## src/decodePkg.sv

```systemverilog
package decodePkg;

	//////////////////////////////
	// Widths and plain vectors
	//////////////////////////////

	localparam int instrWidth = 18;
	localparam int dataWidth = 16;
	localparam int regIdxWidth = 4;
	localparam int jumpCodeWidth = 5;

	typedef logic [instrWidth-1:0] instr_t;
	typedef logic [regIdxWidth-1:0] regIdx_t;
	typedef logic [dataWidth-1:0] word_t;
	typedef logic [3:0] aluOp_t;

	// Registers behind the second write port
	localparam regIdx_t bankTwoLow = 4'd12;
	localparam regIdx_t bankTwoHigh = 4'd13;

	//////////////////////////////
	// Encodings
	//////////////////////////////

	typedef enum logic [2:0] {
		regPlain,
		memMove,
		regImm,
		jumpGroup,
		unsupported
	} instClass_e;

	// MUL and FMUL are reserved
	typedef enum logic [3:0] {
		ADD = 4'd2,
		SUB = 4'd3,
		AND = 4'd4,
		OR = 4'd5,
		XOR = 4'd6,
		NOT = 4'd7,
		LSH = 4'd8,
		RSH = 4'd9,
		ARSH = 4'd10,
		CMP = 4'd11,
		CMPR = 4'd12,
		MOVR = 4'd13,
		MUL = 4'd14,
		FMUL = 4'd15
	} aluOpcode_e;

	typedef enum logic [3:0] {
		MOVMR = 4'd0,
		MOVRM = 4'd1
	} memOpcode_e;

	// Sits in instruction bits 17:13
	typedef enum logic [jumpCodeWidth-1:0] {
		J = 5'b01000,
		JE = 5'b01001,
		JNE = 5'b01010,
		JL = 5'b01011,
		JLE = 5'b01100,
		JB = 5'b01101,
		JBE = 5'b01110
	} jumpCode_e;

	typedef enum logic [1:0] {
		wbNone,
		wbAlu,
		wbMove,
		wbMem
	} wbSel_e;

	//////////////////////////////
	// Pipeline payloads
	//////////////////////////////

	typedef struct packed {
		logic low;
		logic negative;
		logic zero;
	} flags_t;

	typedef struct packed {
		instr_t instr;
		flags_t flags;
	} decodeIn_t;

	typedef struct packed {
		instr_t instr;
		flags_t flags;
		instClass_e instClass;
	} classified_t;

	typedef struct packed {
		aluOp_t aluOp;
		regIdx_t destSel;
		regIdx_t srcSel;
		logic useImm;
		word_t immediate;
		wbSel_e wbSel;
		logic writeEn1;
		logic writeEn2;
		logic flagWrite;
		logic memRead;
		logic memWrite;
		logic memAddrFromReg;
		logic jump;
		word_t target;
		logic pcAdvance;
	} ctrlWord_t;

	typedef struct packed {
		ctrlWord_t ctrl;
		flags_t flags;
		logic isJump;
		jumpCode_e jumpCode;
	} stage2Out_t;

endpackage

```

## src/instrClassify.sv

```systemverilog
`timescale 1ns/1ps

module instrClassify (
	input logic clk,
	input logic rstN,
	input logic inValid,
	output logic inReady,
	input decodePkg::decodeIn_t inData,
	output logic s1Valid,
	input logic s1Ready,
	output decodePkg::classified_t s1Data
);

	decodePkg::instClass_e nextClass;

	// Class comes from the top two bits, then the upper nibble
	always_comb begin
		case (inData.instr[17:16])
			2'b00: begin
				if (inData.instr[15:12] == 4'b0000) begin
					nextClass = decodePkg::regPlain;
				end else if (inData.instr[15:12] == 4'b0001) begin
					nextClass = decodePkg::memMove;
				end else begin
					nextClass = decodePkg::regImm;
				end
			end
			2'b01, 2'b10: begin
				nextClass = decodePkg::jumpGroup;
			end
			default: begin
				nextClass = decodePkg::unsupported;
			end
		endcase
	end

	assign inReady = !s1Valid || s1Ready;

	always_ff @(posedge clk) begin
		if (!rstN) begin
			s1Valid <= 1'b0;
		end else if (inReady) begin
			s1Valid <= inValid;
		end
	end

	always_ff @(posedge clk) begin
		if (inValid && inReady) begin
			s1Data.instr <= inData.instr;
			s1Data.flags <= inData.flags;
			s1Data.instClass <= nextClass;
		end
	end

	// Held item may not change until stage 2 takes it
	stage1Hold: assert property (@(posedge clk) disable iff (!rstN)
		s1Valid && !s1Ready |=> s1Valid && $stable(s1Data));

endmodule

```

## src/fieldDecode.sv

```systemverilog
`timescale 1ns/1ps

module fieldDecode (
	input logic clk,
	input logic rstN,
	input logic s1Valid,
	output logic s1Ready,
	input decodePkg::classified_t s1Data,
	output logic s2Valid,
	input logic s2Ready,
	output decodePkg::stage2Out_t s2Data
);

	decodePkg::stage2Out_t nextData;
	decodePkg::instr_t instr;
	decodePkg::aluOp_t aluField;
	decodePkg::regIdx_t srcField;
	logic isImm;
	logic bankTwo;
	logic regWrite;

	assign instr = s1Data.instr;
	assign isImm = (s1Data.instClass == decodePkg::regImm);

	// Immediate form moves the opcode up and reuses the register as source
	assign aluField = isImm ? instr[15:12] : instr[7:4];
	assign srcField = isImm ? instr[11:8] : instr[3:0];

	assign bankTwo = (instr[11:8] == decodePkg::bankTwoLow) ||
		(instr[11:8] == decodePkg::bankTwoHigh);

	always_comb begin
		nextData = '0;
		regWrite = 1'b0;
		case (s1Data.instClass)
			decodePkg::regPlain, decodePkg::regImm: begin
				nextData.ctrl.aluOp = aluField;
				nextData.ctrl.destSel = instr[11:8];
				nextData.ctrl.srcSel = srcField;
				if (isImm) begin
					nextData.ctrl.useImm = 1'b1;
					nextData.ctrl.immediate = decodePkg::word_t'(instr[7:0]);
				end
				case (aluField)
					decodePkg::ADD, decodePkg::SUB, decodePkg::AND,
					decodePkg::OR, decodePkg::XOR, decodePkg::NOT,
					decodePkg::LSH, decodePkg::RSH, decodePkg::ARSH: begin
						nextData.ctrl.wbSel = decodePkg::wbAlu;
						nextData.ctrl.flagWrite = 1'b1;
						regWrite = 1'b1;
					end
					decodePkg::CMP, decodePkg::CMPR: begin
						nextData.ctrl.flagWrite = 1'b1;
					end
					decodePkg::MOVR: begin
						nextData.ctrl.wbSel = decodePkg::wbMove;
						regWrite = 1'b1;
					end
					// MUL, FMUL and the unused codes
					default: begin
						nextData.ctrl = '0;
					end
				endcase
			end
			decodePkg::memMove: begin
				nextData.ctrl.destSel = instr[11:8];
				nextData.ctrl.srcSel = instr[3:0];
				case (instr[7:4])
					decodePkg::MOVMR: begin
						nextData.ctrl.memRead = 1'b1;
						nextData.ctrl.wbSel = decodePkg::wbMem;
						nextData.ctrl.memAddrFromReg = 1'b1;
						regWrite = 1'b1;
					end
					decodePkg::MOVRM: begin
						nextData.ctrl.memWrite = 1'b1;
						nextData.ctrl.memAddrFromReg = 1'b1;
					end
					default: begin
						nextData.ctrl = '0;
					end
				endcase
			end
			decodePkg::jumpGroup: begin
				nextData.isJump = 1'b1;
				nextData.jumpCode = decodePkg::jumpCode_e'(instr[17:13]);
				nextData.ctrl.target = decodePkg::word_t'(instr[12:0]);
			end
			default: begin
				nextData.ctrl = '0;
			end
		endcase

		// Port choice by destination bank
		nextData.ctrl.writeEn1 = regWrite && !bankTwo;
		nextData.ctrl.writeEn2 = regWrite && bankTwo;
		nextData.flags = s1Data.flags;
	end

	assign s1Ready = !s2Valid || s2Ready;

	always_ff @(posedge clk) begin
		if (!rstN) begin
			s2Valid <= 1'b0;
		end else if (s1Ready) begin
			s2Valid <= s1Valid;
		end
	end

	always_ff @(posedge clk) begin
		if (s1Valid && s1Ready) begin
			s2Data <= nextData;
		end
	end

	stage2Hold: assert property (@(posedge clk) disable iff (!rstN)
		s2Valid && !s2Ready |=> s2Valid && $stable(s2Data));

	oneWritePort: assert property (@(posedge clk) disable iff (!rstN)
		s2Valid |-> !(s2Data.ctrl.writeEn1 && s2Data.ctrl.writeEn2));

	memOneWay: assert property (@(posedge clk) disable iff (!rstN)
		s2Valid |-> !(s2Data.ctrl.memRead && s2Data.ctrl.memWrite));

endmodule

```

## src/branchResolve.sv

```systemverilog
`timescale 1ns/1ps

module branchResolve (
	input logic clk,
	input logic rstN,
	input logic s2Valid,
	output logic s2Ready,
	input decodePkg::stage2Out_t s2Data,
	output logic outValid,
	input logic outReady,
	output decodePkg::ctrlWord_t outData
);

	decodePkg::ctrlWord_t resolved;
	logic taken;
	logic knownCode;

	// Condition table against the flags carried with the jump
	always_comb begin
		taken = 1'b0;
		knownCode = 1'b1;
		if (s2Data.isJump) begin
			case (s2Data.jumpCode)
				decodePkg::J: taken = 1'b1;
				decodePkg::JE: taken = s2Data.flags.zero;
				decodePkg::JNE: taken = !s2Data.flags.zero;
				decodePkg::JL: taken = s2Data.flags.negative;
				decodePkg::JLE: taken = s2Data.flags.negative || s2Data.flags.zero;
				decodePkg::JB: taken = s2Data.flags.low;
				decodePkg::JBE: taken = s2Data.flags.low || s2Data.flags.zero;
				default: knownCode = 1'b0;
			endcase
		end
	end

	always_comb begin
		resolved = s2Data.ctrl;
		resolved.jump = taken;
		resolved.pcAdvance = !taken;
		// Unknown jump code becomes a plain no-op
		if (!knownCode) begin
			resolved = '0;
			resolved.pcAdvance = 1'b1;
		end
	end

	assign s2Ready = !outValid || outReady;

	always_ff @(posedge clk) begin
		if (!rstN) begin
			outValid <= 1'b0;
		end else if (s2Ready) begin
			outValid <= s2Valid;
		end
	end

	always_ff @(posedge clk) begin
		if (s2Valid && s2Ready) begin
			outData <= resolved;
		end
	end

	outHold: assert property (@(posedge clk) disable iff (!rstN)
		outValid && !outReady |=> outValid && $stable(outData));

	jumpOrAdvance: assert property (@(posedge clk) disable iff (!rstN)
		outValid |-> !(outData.jump && outData.pcAdvance));

endmodule

```

## src/controlDecoder.sv

```systemverilog
`timescale 1ns/1ps

module controlDecoder (
	input logic clk,
	input logic rstN,
	input logic inValid,
	output logic inReady,
	input decodePkg::decodeIn_t inData,
	output logic outValid,
	input logic outReady,
	output decodePkg::ctrlWord_t outData
);

	logic s1Valid;
	logic s1Ready;
	decodePkg::classified_t s1Data;

	logic s2Valid;
	logic s2Ready;
	decodePkg::stage2Out_t s2Data;

	instrClassify classify_inst (
		.clk(clk),
		.rstN(rstN),
		.inValid(inValid),
		.inReady(inReady),
		.inData(inData),
		.s1Valid(s1Valid),
		.s1Ready(s1Ready),
		.s1Data(s1Data)
	);

	fieldDecode decode_inst (
		.clk(clk),
		.rstN(rstN),
		.s1Valid(s1Valid),
		.s1Ready(s1Ready),
		.s1Data(s1Data),
		.s2Valid(s2Valid),
		.s2Ready(s2Ready),
		.s2Data(s2Data)
	);

	branchResolve resolve_inst (
		.clk(clk),
		.rstN(rstN),
		.s2Valid(s2Valid),
		.s2Ready(s2Ready),
		.s2Data(s2Data),
		.outValid(outValid),
		.outReady(outReady),
		.outData(outData)
	);

endmodule

```

## config.mk

```make
export PLATFORM = sky130hd
export DESIGN_NAME = controlDecoder
export DESIGN_NICKNAME = d
export VERILOG_FILES = /design/src/decodePkg.sv /design/src/instrClassify.sv /design/src/fieldDecode.sv /design/src/branchResolve.sv /design/src/controlDecoder.sv
export SDC_FILE = /design/constraint.sdc
export NUM_CORES = 1
export LEC_CHECK = 0
export BUFFER_PORTS_ARGS = -buffer_cell sky130_fd_sc_hd__buf_4
export CAP_MARGIN = 10
export CORE_AREA = 2 2 93 95
export CTS_BUF_LIST = sky130_fd_sc_hd__clkbuf_8 sky130_fd_sc_hd__clkbuf_16
export CTS_CLUSTER_DIAMETER = 120
export CTS_CLUSTER_SIZE = 28
export DETAILED_ROUTE_END_ITERATION = 12
export DIE_AREA = 0 0 95 97
export GPL_ROUTABILITY_DRIVEN = 0
export GPL_TIMING_DRIVEN = 0
export PLACE_DENSITY = 0.8
export SLEW_MARGIN = 10
export SYNTH_ARGS = -nofsm -noshare
export SYNTH_HDL_FRONTEND = slang
export SYNTH_SLANG_ARGS = --single-unit
```

## constraint.sdc

```tcl
create_clock -name clk -period 8.2 [get_ports clk]
set_input_delay 0 -clock clk [delete_from_list [all_inputs] [get_ports clk]]
set_output_delay 0 -clock clk [all_outputs]
set_load 0.02 [all_outputs]
```

==> impl_metrics.yaml <==
yosys:
  ys_seq_elements: 122
  ys_seq_area_frac: 0.7564
  async_flop_share: 0
  synthFlopType: "edfxtp_1"
  synth_top_family_by_area: "simple AND/OR/NAND/NOR gates"
  syn_inst: 304
  ys_types: 45
  yosys.area_share.xor_xnor: 0
  ys_warn_count: 0
  avgSynthCellArea_um2: 15.80
  yosys.area_share.adder: 0.005210
  synth_edf_count: 119
  synth-compound-area-share: 0.05053
  synth_mux_area_frac: 0.009117
  netlist_area_mm2: 0.004803
  yosys.area_share.simple: 0.1433
global_route:
  grt_pass1_vias: 2944
  antenna_found_initial: 0
  grt_overflow: 0
  grt_pass1_wl_mm: 15.43
  grt_use_total: 0.2374
  grt_max_degree: 34
timing:
  rsz0062_at_grt: "false"
  fin_worst_skew_ns: 0.01275
  hold_ws_ns: 0.2053
  post-route-period-util: 0.2450
  timing_worst_slew_pin_value_ns: 0.8492
  hold_violations: 0
  setup_viol_count_final: 0
  max_freq_mhz: 497.7
  final.setup.tns_ns: 0
  maxSlewHeadroom: 0.4338
  setup_slack_ns: 6.191
  slew_violations: 0
  period_needed_ns: 2.009
setup_path:
  path_cells: "or3b_1, buf_6, mux2i_2, a31oi_1, a21boi_1"
  crit_type: "reg2reg"
  critPathLaunchType: "flop"
  cp_slowest_cell: "edfxtp_1"
  required_ns: 8.44
  critPathTopFamily: "compound AO/OA/AOI/OAI gates"
  critPathMaxStageDelay_ns: 0.46
  end_kind: "flop"
  path_buf_inv: 1
  arrival_ns: 2.25
  path_max_fanout: 9
floorplanning:
  fp.dieH_um: 97
  core_mm2: 0.008134
  die_area_mm2: 0.009215
  rows: 33
  die_w_um: 95
  io_pins: 82
  start_util: 0.5905
clock_tree:
  postCtsSetupRepairBufs: 0
  clock_sinks: 122
  insertion_delay_ns: 0.52
  cts.clk_slew.worst_paths_ns: 0.07
  clockRootBuffer: "clkbuf_8"
  numCtsBuffers: 17
  cts_htree_levels: 4
  cts_tree: "built"
  clockBufferDepth: 2
place:
  port_buffers: 70
  place_inst: 492
  hpwl_mm: 5.580
  preCtsSetupSlack_ns: 6.303
power_and_ir_drop:
  power_mw: 1.724
  p_leak_nw: 2.467
  ir_drop_v: 0.0002093
  power-per-cell-area_mw_per_mm2: 264.4
drt:
  vias: 2948
  vias_per_cell: 5.370
  drc_errors: 0
  post_drt_wl_per_cell_um: 18.40
  first_pass_iters: 4
  wirelength_mm: 10.10
  first_iter_violations: 243
  ant_nets: 0
run_status:
  status: "finished, final reports clean"
cells_and_area:
  fin_cells: 549
  drive_gt1_frac: 0.2883
  final_common_cell: "edfxtp_1"
  diodes: 0
  syn_to_final_growth_pct: 35.71
  final_cell_mix: "119 x edfxtp_1, 83 x buf_4, 67 x and2_1"
  nets: 458
flow_run:
  cap_violations: 0
worst_hold_path:
  hold_path.class: "in2reg"
-- metrics by stage --
stage | utilization | area (um2)
detailed placement | 0.6893 | 5607
global placement | 0.6759 | 5498
finish | 0.8014 | 6519
global route | 0.8014 | 6519
floorplan | - | 4841
CTS | 0.8014 | 6519
-- Yosys cell counts (all sizes together), types with 2 or more instances --
master,count,share of area
a31oi,4,0.0052
nor2,11,0.0086
or3,2,0.0026
clkbuf,6,0.0047
nand2,7,0.0055
a21boi,8,0.013
and3,2,0.0026
buf,15,0.024
mux2i,4,0.0091
a22o,4,0.0073
o21ai,3,0.0039
nor2b,4,0.0052
dfxtp,3,0.013
a21oi,5,0.0052
nor3,5,0.0076
nand3b,2,0.0031
ha,2,0.0052
and2,67,0.087
nor4,3,0.0052
nand3,4,0.0042
inv,8,0.0063
edfxtp,119,0.74
-- logic make-up (layout without fill, tap and decap cells) --
family / Yosys count / in the layout
fa+ha+maj: 2 / 2
simple gates: 113 / 113
compound gates: 33 / 33
flops: 122 / 122
mux: 4 / 4
buf+inv: 29 / 159
other cells: 1 / 11
-- registers in the layout (all words and copies together) (netlist names) --
signal / count
decode_inst.s2Data: 51
decode_inst.s2Valid: 1
classify_inst.s1Data: 24
resolve_inst.outValid: 1
resolve_inst.outData: 44
classify_inst.s1Valid: 1
-- where the power goes --
part           total [mW]  internal (mW)  leakage (nW)  switching (mW)
clock               0.835          0.556         0.320           0.280
combinational       0.136         0.0631          1.07          0.0726
sequential          0.753          0.730          1.08          0.0221
total                1.72           1.35          2.47           0.374
-- layer usage --
metal | up-vias | track usage | share of wire
met5 | - | 0 | 0
met4 | 0 | 0.1249 | 0.030
met3 | 28 | 0.05919 | 0.064
met2 | 155 | 0.4075 | 0.55
met1 | 1421 | 0.2692 | 0.35
li1 | 1344 | - | -
-- area by class of cell --
cell class / instances / area [um2]
Inverter: 8 / 30.03
Buffer: 21 / 136.4
Fill cell: 381 / 1615
Multi-Input combinational cell: 163 / 1075
Sequential cell: 122 / 3633
Clock inverter: 15 / 247.7
Clock buffer: 17 / 414.1
Timing Repair Buffer: 98 / 850.8
Tap cell: 105 / 131.4
-- timing repair --
action / in CTS / in global routing
setup endpoints to repair: 0 / 0
resized for setup: 0 / 0
endpoints found under the hold margin: 27 / 0
hold buffers: 25 / 0
-- worst paths after layout --
check	from	end	slack, ns	cells past startpoint
max	classify_inst.s1Data[0]$_DFFE_PP_	decode_inst.s2Data[31]$_DFFE_PP_	6.19	5
min	inData[10]	classify_inst.s1Data[13]$_DFFE_PP_	0.21	2
max reg2reg	classify_inst.s1Data[0]$_DFFE_PP_	decode_inst.s2Data[31]$_DFFE_PP_	6.19	5
min reg2reg	classify_inst.s1Data[3]$_DFFE_PP_	decode_inst.s2Data[6]$_DFFE_PP_	0.42	0
Note: power is estimated with default switching activity, not from simulation.
